==> src/source/isa_pkg.sv <==
////////////////////////////////////////////////////////////
// Instruction set definitions for the integer core
// Register index type, opcode and funct constants
// R-type and I-type field maps and the instruction word union
////////////////////////////////////////////////////////////
`default_nettype none

package isa_pkg;

    // Architectural register index, x0 to x31
    typedef logic [4:0] reg_addr_t;

    // Major opcodes handled by this slice
    localparam logic [6:0] OP_REG = 7'b0110011;
    localparam logic [6:0] OP_IMM = 7'b0010011;

    // funct3 values, same encoding for register and immediate forms
    localparam logic [2:0] F3_ADD_SUB = 3'b000;
    localparam logic [2:0] F3_SLT     = 3'b010;
    localparam logic [2:0] F3_XOR     = 3'b100;
    localparam logic [2:0] F3_OR      = 3'b110;
    localparam logic [2:0] F3_AND     = 3'b111;

    // funct7 values, the alternate one only selects SUB
    localparam logic [6:0] F7_BASE = 7'b0000000;
    localparam logic [6:0] F7_ALT  = 7'b0100000;

    // Register-register field map
    typedef struct packed {
        logic [6:0] funct7;
        reg_addr_t  rs2;
        reg_addr_t  rs1;
        logic [2:0] funct3;
        reg_addr_t  rd;
        logic [6:0] opcode;
    } r_fmt_t;

    // Register-immediate field map
    typedef struct packed {
        logic [11:0] imm;
        reg_addr_t   rs1;
        logic [2:0]  funct3;
        reg_addr_t   rd;
        logic [6:0]  opcode;
    } i_fmt_t;

    // One instruction word, two views
    typedef union packed {
        r_fmt_t r;
        i_fmt_t i;
    } instr_word_u;

endpackage

`default_nettype wire

==> src/source/core_pkg.sv <==
////////////////////////////////////////////////////////////
// Core-internal types
// ALU operation codes, decoded instruction, issue packet
// and result record
////////////////////////////////////////////////////////////
`default_nettype none

package core_pkg;
    import isa_pkg::*;

    typedef enum logic [2:0] {
        ALU_ADD,
        ALU_SUB,
        ALU_AND,
        ALU_OR,
        ALU_XOR,
        ALU_SLT
    } alu_op_e;

    // Output of the decode register
    typedef struct packed {
        alu_op_e     alu_op;
        reg_addr_t   rs1;
        reg_addr_t   rs2;
        reg_addr_t   rd;
        logic        uses_rs2;
        logic [31:0] imm;
        logic        writes_rd;
        logic        illegal;
    } decoded_t;

    // Operands resolved, ready for the ALU
    typedef struct packed {
        alu_op_e     alu_op;
        logic [31:0] op_a;
        logic [31:0] op_b;
        reg_addr_t   rd;
        logic        writes_rd;
        logic        illegal;
    } issue_t;

    typedef struct packed {
        reg_addr_t   rd;
        logic [31:0] value;
        logic        writes_rd;
        logic        illegal;
    } result_t;

endpackage

`default_nettype wire

==> src/source/alu_pipe.sv <==
////////////////////////////////////////////////////////////
// Pipelined integer ALU
// Computes in the first stage, shifts valid-tagged results
// through EXEC_STAGES registers, last stage is the result port
////////////////////////////////////////////////////////////
`timescale 1ns/100ps
`default_nettype none

module alu_pipe import isa_pkg::*; import core_pkg::*; #(
    parameter int EXEC_STAGES = 3
) (
    input  logic        clk,
    input  logic        rst,
    input  logic        iss_valid,
    output logic        iss_ready,
    input  issue_t      iss,
    output logic        result_valid,
    input  logic        result_ready,
    output result_t     result,
    output logic        wb_en,
    output reg_addr_t   wb_rd,
    output logic [31:0] wb_data,
    output logic        result_done
);

    logic [EXEC_STAGES-1:0] stage_valid;
    result_t                stage_res [EXEC_STAGES];
    result_t                alu_res;
    logic                   advance;
    logic                   handshake;
    logic                   younger_write;

    ////////////////////////////////////////////////////////////
    // ALU
    always_comb begin
        alu_res.rd        = iss.rd;
        alu_res.writes_rd = iss.writes_rd;
        alu_res.illegal   = iss.illegal;
        case (iss.alu_op)
            ALU_ADD: alu_res.value = iss.op_a + iss.op_b;
            ALU_SUB: alu_res.value = iss.op_a - iss.op_b;
            ALU_AND: alu_res.value = iss.op_a & iss.op_b;
            ALU_OR:  alu_res.value = iss.op_a | iss.op_b;
            ALU_XOR: alu_res.value = iss.op_a ^ iss.op_b;
            ALU_SLT: alu_res.value = {31'b0, $signed(iss.op_a) < $signed(iss.op_b)};
            default: alu_res.value = '0;
        endcase
        // Illegal encodings report zero
        if (iss.illegal)
            alu_res.value = '0;
    end

    ////////////////////////////////////////////////////////////
    // Stage registers, whole pipe holds when the last stage is blocked
    assign advance   = ~(stage_valid[EXEC_STAGES-1] & ~result_ready);
    assign iss_ready = advance;

    always_ff @(posedge clk) begin
        if (rst) begin
            stage_valid <= '0;
        end else if (advance) begin
            stage_valid[0] <= iss_valid;
            for (int k = 1; k < EXEC_STAGES; k++)
                stage_valid[k] <= stage_valid[k-1];
        end
    end

    always_ff @(posedge clk) begin
        if (advance) begin
            stage_res[0] <= alu_res;
            for (int k = 1; k < EXEC_STAGES; k++)
                stage_res[k] <= stage_res[k-1];
        end
    end

    assign result_valid = stage_valid[EXEC_STAGES-1];
    assign result       = stage_res[EXEC_STAGES-1];

    ////////////////////////////////////////////////////////////
    // Writeback
    assign handshake = result_valid & result_ready;
    assign wb_en     = handshake & result.writes_rd;
    assign wb_rd     = result.rd;
    assign wb_data   = result.value;

    // A younger write to the same register keeps it busy in the scoreboard
    always_comb begin
        younger_write = 1'b0;
        for (int k = 0; k < EXEC_STAGES - 1; k++) begin
            if (stage_valid[k] && stage_res[k].writes_rd && stage_res[k].rd == result.rd)
                younger_write = 1'b1;
        end
    end

    assign result_done = wb_en & ~younger_write;

    ////////////////////////////////////////////////////////////
    // Assertions
    result_hold: assert property (
        @(posedge clk) disable iff (rst)
        (result_valid && !result_ready) |=> (result_valid && $stable(result)));

endmodule

`default_nettype wire

==> src/source/instr_decode.sv <==
////////////////////////////////////////////////////////////
// Instruction decode stage
// Splits the word through its R or I view, maps funct fields
// to an ALU operation and holds one decoded entry
////////////////////////////////////////////////////////////
`timescale 1ns/100ps
`default_nettype none

module instr_decode import isa_pkg::*; import core_pkg::*; (
    input  logic        clk,
    input  logic        rst,
    input  logic        clearing,
    input  logic        instr_valid,
    output logic        instr_ready,
    input  instr_word_u instr,
    output logic        dec_valid,
    input  logic        dec_ready,
    output decoded_t    dec
);

    decoded_t dec_next;
    logic     entry_valid;
    logic     f7_base;
    logic     f7_sub;

    // Accept while the scoreboard is ready and the entry is free or draining
    assign instr_ready = ~clearing & (~entry_valid | dec_ready);
    assign dec_valid   = entry_valid;

    assign f7_base = (instr.r.funct7 == F7_BASE);
    assign f7_sub  = (instr.r.funct7 == F7_ALT);

    ////////////////////////////////////////////////////////////
    // Field decode
    always_comb begin
        dec_next     = '0;
        dec_next.rs1 = instr.r.rs1;
        dec_next.rd  = instr.r.rd;
        case (instr.r.opcode)
            OP_REG: begin
                dec_next.rs2      = instr.r.rs2;
                dec_next.uses_rs2 = 1'b1;
                case (instr.r.funct3)
                    F3_ADD_SUB: dec_next.alu_op = f7_sub ? ALU_SUB : ALU_ADD;
                    F3_SLT:     dec_next.alu_op = ALU_SLT;
                    F3_XOR:     dec_next.alu_op = ALU_XOR;
                    F3_OR:      dec_next.alu_op = ALU_OR;
                    F3_AND:     dec_next.alu_op = ALU_AND;
                    default:    dec_next.illegal = 1'b1;
                endcase
                // Only ADD/SUB accepts the alternate funct7
                if (!(f7_base || (f7_sub && instr.r.funct3 == F3_ADD_SUB)))
                    dec_next.illegal = 1'b1;
            end
            OP_IMM: begin
                dec_next.rs1 = instr.i.rs1;
                dec_next.rd  = instr.i.rd;
                // Sign-extend the 12-bit immediate
                dec_next.imm = {{20{instr.i.imm[11]}}, instr.i.imm};
                case (instr.i.funct3)
                    F3_ADD_SUB: dec_next.alu_op = ALU_ADD;
                    F3_XOR:     dec_next.alu_op = ALU_XOR;
                    F3_OR:      dec_next.alu_op = ALU_OR;
                    F3_AND:     dec_next.alu_op = ALU_AND;
                    // SLTI and the shifts are not supported
                    default:    dec_next.illegal = 1'b1;
                endcase
            end
            default: dec_next.illegal = 1'b1;
        endcase
        // No architectural write for x0 or illegal encodings
        dec_next.writes_rd = ~dec_next.illegal & (dec_next.rd != '0);
    end

    ////////////////////////////////////////////////////////////
    // One-entry holding register
    always_ff @(posedge clk) begin
        if (rst)
            entry_valid <= 1'b0;
        else if (instr_valid && instr_ready)
            entry_valid <= 1'b1;
        else if (dec_ready)
            entry_valid <= 1'b0;
    end

    // Payload, no reset
    always_ff @(posedge clk) begin
        if (instr_valid && instr_ready)
            dec <= dec_next;
    end

endmodule

`default_nettype wire

==> src/source/int_core_top.sv <==
////////////////////////////////////////////////////////////
// Integer issue and writeback slice, top level
// Decode, issue with scoreboard, pipelined ALU
////////////////////////////////////////////////////////////
`timescale 1ns/100ps
`default_nettype none

module int_core_top import isa_pkg::*; import core_pkg::*; #(
    parameter int EXEC_STAGES = 3
) (
    input  logic        clk,
    input  logic        rst,
    input  logic        instr_valid,
    output logic        instr_ready,
    input  instr_word_u instr,
    output logic        result_valid,
    input  logic        result_ready,
    output result_t     result
);

    logic        clearing;
    logic        dec_valid;
    logic        dec_ready;
    decoded_t    dec;
    logic        iss_valid;
    logic        iss_ready;
    issue_t      iss;
    logic        wb_en;
    reg_addr_t   wb_rd;
    logic [31:0] wb_data;
    logic        result_done;

    instr_decode decode0 (
        .clk         (clk),
        .rst         (rst),
        .clearing    (clearing),
        .instr_valid (instr_valid),
        .instr_ready (instr_ready),
        .instr       (instr),
        .dec_valid   (dec_valid),
        .dec_ready   (dec_ready),
        .dec         (dec)
    );

    issue_stage issue0 (
        .clk         (clk),
        .rst         (rst),
        .dec_valid   (dec_valid),
        .dec_ready   (dec_ready),
        .dec         (dec),
        .iss_valid   (iss_valid),
        .iss_ready   (iss_ready),
        .iss         (iss),
        .wb_en       (wb_en),
        .wb_rd       (wb_rd),
        .wb_data     (wb_data),
        .result_done (result_done),
        .clearing    (clearing)
    );

    alu_pipe #(
        .EXEC_STAGES (EXEC_STAGES)
    ) alu0 (
        .clk          (clk),
        .rst          (rst),
        .iss_valid    (iss_valid),
        .iss_ready    (iss_ready),
        .iss          (iss),
        .result_valid (result_valid),
        .result_ready (result_ready),
        .result       (result),
        .wb_en        (wb_en),
        .wb_rd        (wb_rd),
        .wb_data      (wb_data),
        .result_done  (result_done)
    );

endmodule

`default_nettype wire

==> src/source/issue_stage.sv <==
////////////////////////////////////////////////////////////
// Issue stage
// Operand read, RAW hazard check against the scoreboard
// and handoff of the issue packet to the ALU pipe
////////////////////////////////////////////////////////////
`timescale 1ns/100ps
`default_nettype none

module issue_stage import isa_pkg::*; import core_pkg::*; (
    input  logic        clk,
    input  logic        rst,
    input  logic        dec_valid,
    output logic        dec_ready,
    input  decoded_t    dec,
    output logic        iss_valid,
    input  logic        iss_ready,
    output issue_t      iss,
    input  logic        wb_en,
    input  reg_addr_t   wb_rd,
    input  logic [31:0] wb_data,
    input  logic        result_done,
    output logic        clearing
);

    logic        rs1_inuse;
    logic        rs2_inuse;
    logic        hazard;
    logic        issued;
    logic [31:0] rs1_data;
    logic [31:0] rs2_data;

    ////////////////////////////////////////////////////////////
    // Scoreboard and register file
    reg_inuse inuse0 (
        .clk            (clk),
        .rst            (rst),
        .rs1_addr       (dec.rs1),
        .rs2_addr       (dec.rs2),
        .decode_rd_addr (dec.rd),
        .wb_rd_addr     (wb_rd),
        .issued         (issued),
        .completed      (result_done),
        .rs1_inuse      (rs1_inuse),
        .rs2_inuse      (rs2_inuse),
        .clearing       (clearing)
    );

    reg_file rf0 (
        .clk      (clk),
        .rs1_addr (dec.rs1),
        .rs2_addr (dec.rs2),
        .rs1_data (rs1_data),
        .rs2_data (rs2_data),
        .wb_en    (wb_en),
        .wb_rd    (wb_rd),
        .wb_data  (wb_data)
    );

    ////////////////////////////////////////////////////////////
    // Hazard check and handshake
    // rs1 is read by every supported format
    assign hazard    = rs1_inuse | (dec.uses_rs2 & rs2_inuse);
    assign iss_valid = dec_valid & ~hazard;
    assign dec_ready = iss_ready & ~hazard;

    // x0 and illegal results never mark a register busy
    assign issued = iss_valid & iss_ready & dec.writes_rd;

    // Issue packet
    assign iss.alu_op    = dec.alu_op;
    assign iss.op_a      = rs1_data;
    assign iss.op_b      = dec.uses_rs2 ? rs2_data : dec.imm;
    assign iss.rd        = dec.rd;
    assign iss.writes_rd = dec.writes_rd;
    assign iss.illegal   = dec.illegal;

    ////////////////////////////////////////////////////////////
    // Assertions
    // A consumer right behind its producer issues only on the producer's writeback
    no_raw_issue: assert property (
        @(posedge clk) disable iff (rst)
        issued |=> !(iss_valid && iss_ready
            && !(result_done && wb_rd == $past(dec.rd))
            && (dec.rs1 == $past(dec.rd)
                || (dec.uses_rs2 && dec.rs2 == $past(dec.rd)))));

endmodule

`default_nettype wire

==> src/source/reg_file.sv <==
////////////////////////////////////////////////////////////
// Integer register file, 32 x 32 bits
// Two asynchronous reads with writeback forwarding, one write
////////////////////////////////////////////////////////////
`timescale 1ns/100ps
`default_nettype none

module reg_file import isa_pkg::*; (
    input  logic        clk,
    input  reg_addr_t   rs1_addr,
    input  reg_addr_t   rs2_addr,
    output logic [31:0] rs1_data,
    output logic [31:0] rs2_data,
    input  logic        wb_en,
    input  reg_addr_t   wb_rd,
    input  logic [31:0] wb_data
);

    logic [31:0] regs [32];

    // x0 is hardwired, the writeback value bypasses the array
    function automatic logic [31:0] read_port(input reg_addr_t addr);
        if (addr == '0)
            return '0;
        else if (wb_en && wb_rd == addr)
            return wb_data;
        else
            return regs[addr];
    endfunction

    assign rs1_data = read_port(rs1_addr);
    assign rs2_data = read_port(rs2_addr);

    always_ff @(posedge clk) begin
        if (wb_en && wb_rd != '0)
            regs[wb_rd] <= wb_data;
    end

endmodule

`default_nettype wire

==> src/source/reg_inuse.sv <==
////////////////////////////////////////////////////////////
// Register in-use scoreboard
// Issue and writeback toggle banks, one bit per register,
// plus the 32-cycle clear sweep after reset
////////////////////////////////////////////////////////////
`timescale 1ns/100ps
`default_nettype none

module reg_inuse import isa_pkg::*; (
    input  logic      clk,
    input  logic      rst,
    input  reg_addr_t rs1_addr,
    input  reg_addr_t rs2_addr,
    input  reg_addr_t decode_rd_addr,
    input  reg_addr_t wb_rd_addr,
    input  logic      issued,
    input  logic      completed,
    output logic      rs1_inuse,
    output logic      rs2_inuse,
    output logic      clearing
);

    // A register is in use while its two bits differ
    logic      bank_a [32];
    logic      bank_b [32];

    reg_addr_t clear_addr;
    reg_addr_t issue_addr;
    reg_addr_t wb_addr;
    logic      wb_collision;
    logic      rd_inuse;

    ////////////////////////////////////////////////////////////
    // Clear sweep, one address per cycle
    always_ff @(posedge clk) begin
        if (rst) begin
            clearing   <= 1'b1;
            clear_addr <= '0;
        end else if (clearing) begin
            clear_addr <= clear_addr + 5'd1;
            if (clear_addr == 5'd31)
                clearing <= 1'b0;
        end
    end

    // Sweep takes over both write ports
    assign issue_addr = clearing ? clear_addr : decode_rd_addr;
    assign wb_addr    = clearing ? clear_addr : wb_rd_addr;

    // Issue to a register whose last write retires this cycle must toggle again
    assign wb_collision = completed && (decode_rd_addr == wb_rd_addr);
    assign rd_inuse     = ~wb_collision & (bank_a[issue_addr] ^ bank_b[issue_addr]);

    // Second issue to a busy register leaves the issue bank alone
    always_ff @(posedge clk) begin
        bank_a[issue_addr] <= clearing | ((issued & ~rd_inuse) ^ bank_a[issue_addr]);
    end

    always_ff @(posedge clk) begin
        bank_b[wb_addr] <= clearing | (completed ^ bank_b[wb_addr]);
    end

    // A source retiring this cycle is already free, the register file forwards it
    assign rs1_inuse = (bank_a[rs1_addr] ^ bank_b[rs1_addr])
                     & ~(completed && wb_rd_addr == rs1_addr);
    assign rs2_inuse = (bank_a[rs2_addr] ^ bank_b[rs2_addr])
                     & ~(completed && wb_rd_addr == rs2_addr);

    ////////////////////////////////////////////////////////////
    // Assertions
    issue_after_clear: assert property (
        @(posedge clk) disable iff (rst) !(issued && clearing));

    // Only the newest write to a register retires it
    complete_inuse: assert property (
        @(posedge clk) disable iff (rst)
        completed |-> (bank_a[wb_rd_addr] ^ bank_b[wb_rd_addr]));

endmodule

`default_nettype wire
==> config.mk <==
export PLATFORM = sky130hd
export DESIGN_NAME = int_core_top
export DESIGN_NICKNAME = d
export VERILOG_FILES = /design/src/source/isa_pkg.sv /design/src/source/core_pkg.sv /design/src/source/alu_pipe.sv /design/src/source/instr_decode.sv /design/src/source/int_core_top.sv /design/src/source/issue_stage.sv /design/src/source/reg_file.sv /design/src/source/reg_inuse.sv
export SDC_FILE = /design/constraint.sdc
export NUM_CORES = 2
export LEC_CHECK = 0
export BUFFER_PORTS_ARGS = -buffer_cell sky130_fd_sc_hd__buf_4
export CAP_MARGIN = 20
export CORE_ASPECT_RATIO = 1.25
export CORE_MARGIN = 3
export CORE_UTILIZATION = 61
export DETAILED_ROUTE_END_ITERATION = 8
export HOLD_SLACK_MARGIN = 0.1
export PLACE_DENSITY = 0.77
export SLEW_MARGIN = 20
export SYNTH_ARGS = -nofsm -noshare
export SYNTH_HDL_FRONTEND = slang
export SYNTH_SLANG_ARGS = --single-unit
==> constraint.sdc <==
create_clock -name clk -period 6.71 [get_ports clk]
set_input_delay 0.671 -clock clk [delete_from_list [all_inputs] [get_ports clk]]
set_output_delay 0.671 -clock clk [all_outputs]
set_load 0.01 [all_outputs]
Yosys cells after proc, flatten, opt, wreduce, memory -nomap -nowiden
Memories as Yosys holds them, arrays and structs flattened. A register that Yosys moved wholly into a read port is not among the register bits. Cells that the tools add are included.

Add/subtract/negate cells: 3. Magnitude comparators: 1. Equal/unequal tests: 18. Mux-type cells: 36. Bitwise operators: 38. Reductions and logical operators: 23.

Operators by type and width (number): $mux 32 (6); $pmux 32 s6 (1); $mux 5 (11); $add 32x32->32 (1); $and 32x32->32 (1); $lt 32x32->1 (1); $or 32x32->32 (1); $sub 32x32->32 (1); $xor 32x32->32 (1); $eq 5x5->1 (5); $and 1x1->1 (15); $eq 3x3->1 const B (5); $pmux 3 s5 (1); $eq 7x6->1 const B (2); $mux 1 (14); $logic_and 1x1->1 (12); $not 1->1 (11); $logic_not 5->1 (2); $reduce_bool 5->1 (2); $eq 3x2->1 const B (3); $pmux 3 s3 (1); $eq 7x5->1 const B (1); $logic_not 7->1 (1); $logic_not 3->1 (2); 11 further kinds (18).

Register bits: 43. Bits in writable memories: 1205. Bits of input ports: 36. Output and inout bits: 41. Word-level logic and storage cells: 135. Memories kept: 4.

Memories: issue0.rf0.regs (depth 32, width 32, read ports 2, clocked after memory_dff 2, write ports 1, line reg_file.sv:19) `logic [31:0] regs [32];`; alu0.stage_res (depth 3, width 39, read ports 3, clocked after memory_dff 0, write ports 3, line alu_pipe.sv:27) `result_t stage_res [EXEC_STAGES];`; issue0.inuse0.bank_a (depth 32, width 1, read ports 3, clocked after memory_dff 2, write ports 1, line reg_inuse.sv:24) `logic bank_a [32];`; issue0.inuse0.bank_b (depth 32, width 1, read ports 4, clocked after memory_dff 2, write ports 1, line reg_inuse.sv:25) `logic bank_b [32];`.

Logic depth before layout (Yosys ltp)
An unclocked memory read counts as a cell.

Depth in word-level cells: 19. Mapped depth: 23. Gate-level depth less buffers: 21.

Cells and area by module
From an unflattened synthesis, not the netlist that was laid out.

Cell total of the unflattened synthesis: 4083. Area, all modules: 64673.3 um2.

By module, submodules not included: reg_file (instances 1, cells an instance 2524, area each 47951.0 um2, sequential area each 30749.5 um2); alu_pipe (instances 1, cells an instance 997, area each 9564.2 um2, sequential area each 3573.4 um2); reg_inuse (instances 1, cells an instance 409, area each 5019.8 um2, sequential area each 2042.0 um2); instr_decode (instances 1, cells an instance 102, area each 1485.2 um2, sequential area each 1011.0 um2); issue_stage (instances 1, cells an instance 51, area each 653.1 um2, sequential area each 0.0 um2).

Least setup slack after synthesis
No wires, ideal clock.

Kind: flip-flop to flip-flop. Start: register (tool-made name). End: memory alu0.stage_res[0][32] (netlist bit), data pin. Library setup time: 0.261 ns. Data arrival time: 5.284 ns. Required time: 6.449 ns. Slack: 1.166 ns. Stages on the path, launching flop included: 23. Period minus slack after synthesis: 5.544 ns. Cell sequence: dfxtp_1 buf_2 buf_2 buf_1 mux4_2 mux4_2 mux2i_1 nand2_1 o21ai_0 nor2_1 ha_1 inv_1 fa_1 and2b_1 o31ai_2 a21oi_1 a311o_2 a41o_4 a31oi_4 a31oi_1 nand4b_1 or3b_1 a221o_1.

RTL lines (line): to (decl) (alu_pipe.sv:27).

==> summary.txt <==
WL final: 187900 um
Power Dens Cells: 219.7 mW/mm2
setup violators final: 0
first-pass GRT wire length: 270500 um
clk slew on worst S/H paths: 70 ps
drt first pass iters: 6
post-synthesis sequential area ratio: 59.39%
Die Y: 366.1 um
die width: 294.1 um
total number of vias: 38420
vias in the first global route: 38800
fmax: 159.2 MHz
Tcrit/Tclk final: 93.64%
CTS tree: done
Cell Area, Synth: 0.06327 mm2
Critical Path Fanout Max: 21
unrepaired setup endpoints after global routing: no
DP HPWL: 111400 um
Placement Setup Slack: 395.4 ps
most used cell, CP: nor2_1
Num CTS Buffers: 115
# port buffers: 76
layout cells sized above 1: 30.84%
max-slew violations: 0
fin worst setup slack: 426.7 ps
Post-synth EDFFs: 1238
Crit Path Class: flop to flop
Gate Count Post-Synth: 3673
nets: 3908
crit end category: flop
Crit path largest cell delay: 710 ps
Root Buffer: clkbuf_16
Worst Path Arrival: 6770 ps
max_slew headroom: 28.18%
number of library cell types mapped by synthesis: 94
Rows: 131
synth warn: 0
Tmin final: 6283 ps
maxcap violations: 0
Top FF cell, synth: edfxtp_1
most frequent cells in the layout: edfxtp_1, mux4_2, nor2_1, buf_4, nand2_1
setup TNS: 0 ps
async set-reset flop share out of synthesis: 0%
Clock Skews: 34.73 ps
RePlAce Congestion: 0.9797
core footprint: 0.1024 mm2
worst-skew pair later-pin latency: 750 ps
Tightest Pin Transition: 1066 ps
Iter 0 DRT Violations: 5303
Vias/cell: 7.389
post-route ant nets: 0
initial antenna violation count: 1
# DRC: 0
status: finished, final reports clean
VDD IR max: 0.2274 mV
worst hold path class: input pin to flop
H-tree levels: 3
All-Layer GR Usage: 35.48%
Critical Path RT: 7200 ps
critical-path cell list: buf_4 -> mux4_2 -> mux4_2 -> mux2i_1 -> nor2_1 -> a21oi_1 -> nor2_1 -> a21o_1 -> ha_1 -> inv_1 -> nand4_1 -> nor3_1 -> a41o_1 -> o211ai_1 -> o41ai_1 -> a21oi_1 -> o21bai_1 -> nor2_1 -> a2bb2oi_1
clk sinks: 1258
grt ovf: 0
CP Launch Type: flop
Syn Area/Cell: 17.23 um2
Initial Util: 61.77%
leakage: 23.18 nW
area grow syn2layout: 10.49%
post-DR wirelength/cell: 36.14 um
Ports: 77
slowest cell on the critical path: dfxtp_4
Die Area: 0.1077 mm2
WHS Path Cells: 1
Util after Layout: 68.24%
r2r worst-path depth: 19
Yosys reg bits: 1258
clk buf depth: 3
most common cell after layout, fill and taps aside: edfxtp_1
largest net degree at the start of global routing: 80
Fin. Hold Viols: 0
path summary, 6_finish.rpt:
path                                            start                endpoint  slack [ps]
worst max-delay path                             flop   alu0.stage_res[0][33]         430
worst min register to register  alu0.stage_res[0][64]  alu0.stage_res[0][103]         420
worst min-delay path                         instr[7]         decode0.dec[35]         140
worst max register to register                   flop   alu0.stage_res[0][33]         430
flip-flops by register name (all words and copies together), names as in the netlist, named ones only:
signal	flops
issue0.rf0.regs	1024
alu0.stage_res	117
decode0.dec	33
issue0.inuse0.bank_a	32
issue0.inuse0.bank_b	32
issue0.inuse0.clear_addr	5
alu0.stage_valid	3
decode0.dec_valid	1
issue0.inuse0.clearing	1
cell usage after synthesis, types with 16 or more instances:
library cell	number	area, um2
edfxtp_1	1238	37180
mux4_2	690	15540
nor2_1	282	1059
nand2_1	167	626.9
clkbuf_1	159	596.8
a21oi_1	135	675.7
inv_1	107	401.6
ha_1	99	1239
o21ai_0	97	485.5
mux2i_1	87	870.8
buf_2	56	280.3
buf_4	41	307.8
xnor2_1	29	254.0
buf_1	28	105.1
nand3_1	28	140.1
nor3_1	27	135.1
a31oi_1	26	162.7
a21o_1	25	187.7
a211oi_1	24	180.2
xor2_1	23	201.4
and2_1	22	137.6
dfxtp_1	20	400.4
o22ai_1	16	100.1
where the power goes:
part	switching [mW]	internal [mW]
combinational	0.0953	0.0637
sequential	0.00769	8.51
clock	2.98	3.71
total	3.08	12.3
cells by family (layout without fill, tap and decap cells):
kind of cell,Yosys count,count (layout),synth area share (%)
mux,790,790,26.22
xor+xnor,52,52,0.7198
other cells,1,33,0.005927
compound gates,445,445,4.433
buf+inv,404,568,2.885
simple gates,622,622,4.329
flops,1258,1258,59.39
fa+ha+maj,101,101,2.021
critical path, delay by kind of cell (launching register included):
kind                       cells  cell delay [ps]
buffers and inverters          2              600
AOI/OAI and AO/OA              8             2200
adders and majority gates      1              360
and+or+nand+nor                5              770
muxes                          3             1370
DFF                            1              710
layout make-up:
cell class | count | area (um2)
sequential | 1258 | 37610
inverter | 108 | 410.4
tap | 1330 | 1664
antenna | 1 | 2.502
clock buffer | 138 | 2964
fill | 6438 | 32530
clock inverter | 76 | 830.8
multi-input combinational | 2042 | 24280
timing repair buffer | 246 | 2150
routing by layer:
layer	up-vias	global-route usage, %	wire length, um
li1	15180	-	-
met1	19760	45.10	61580
met2	2780	57.05	92310
met3	695	6.530	19420
met4	2	22.24	14580
met5	-	0	9
metrics by stage:
step	instance area (um2)	std cells	power, mW	hold WS [ps]
final	69910	5199	15.36	138.6
after global routing	69910	5198	15.73	125.6
after CTS	69850	5195	15.40	101.1
after detailed placement	66020	4977	8.836	404.5
after global placement	65980	4975	8.831	400.4
after floorplan	63390	3704	8.781	400.3
what timing repair did:
action,CTS,global route
setup endpoints to repair,0,3
endpoints found under the hold margin,4,0
gates resized for setup,0,2
hold buffers,4,0
buffers inserted,0,0
Power figures use the tool's default switching activity.
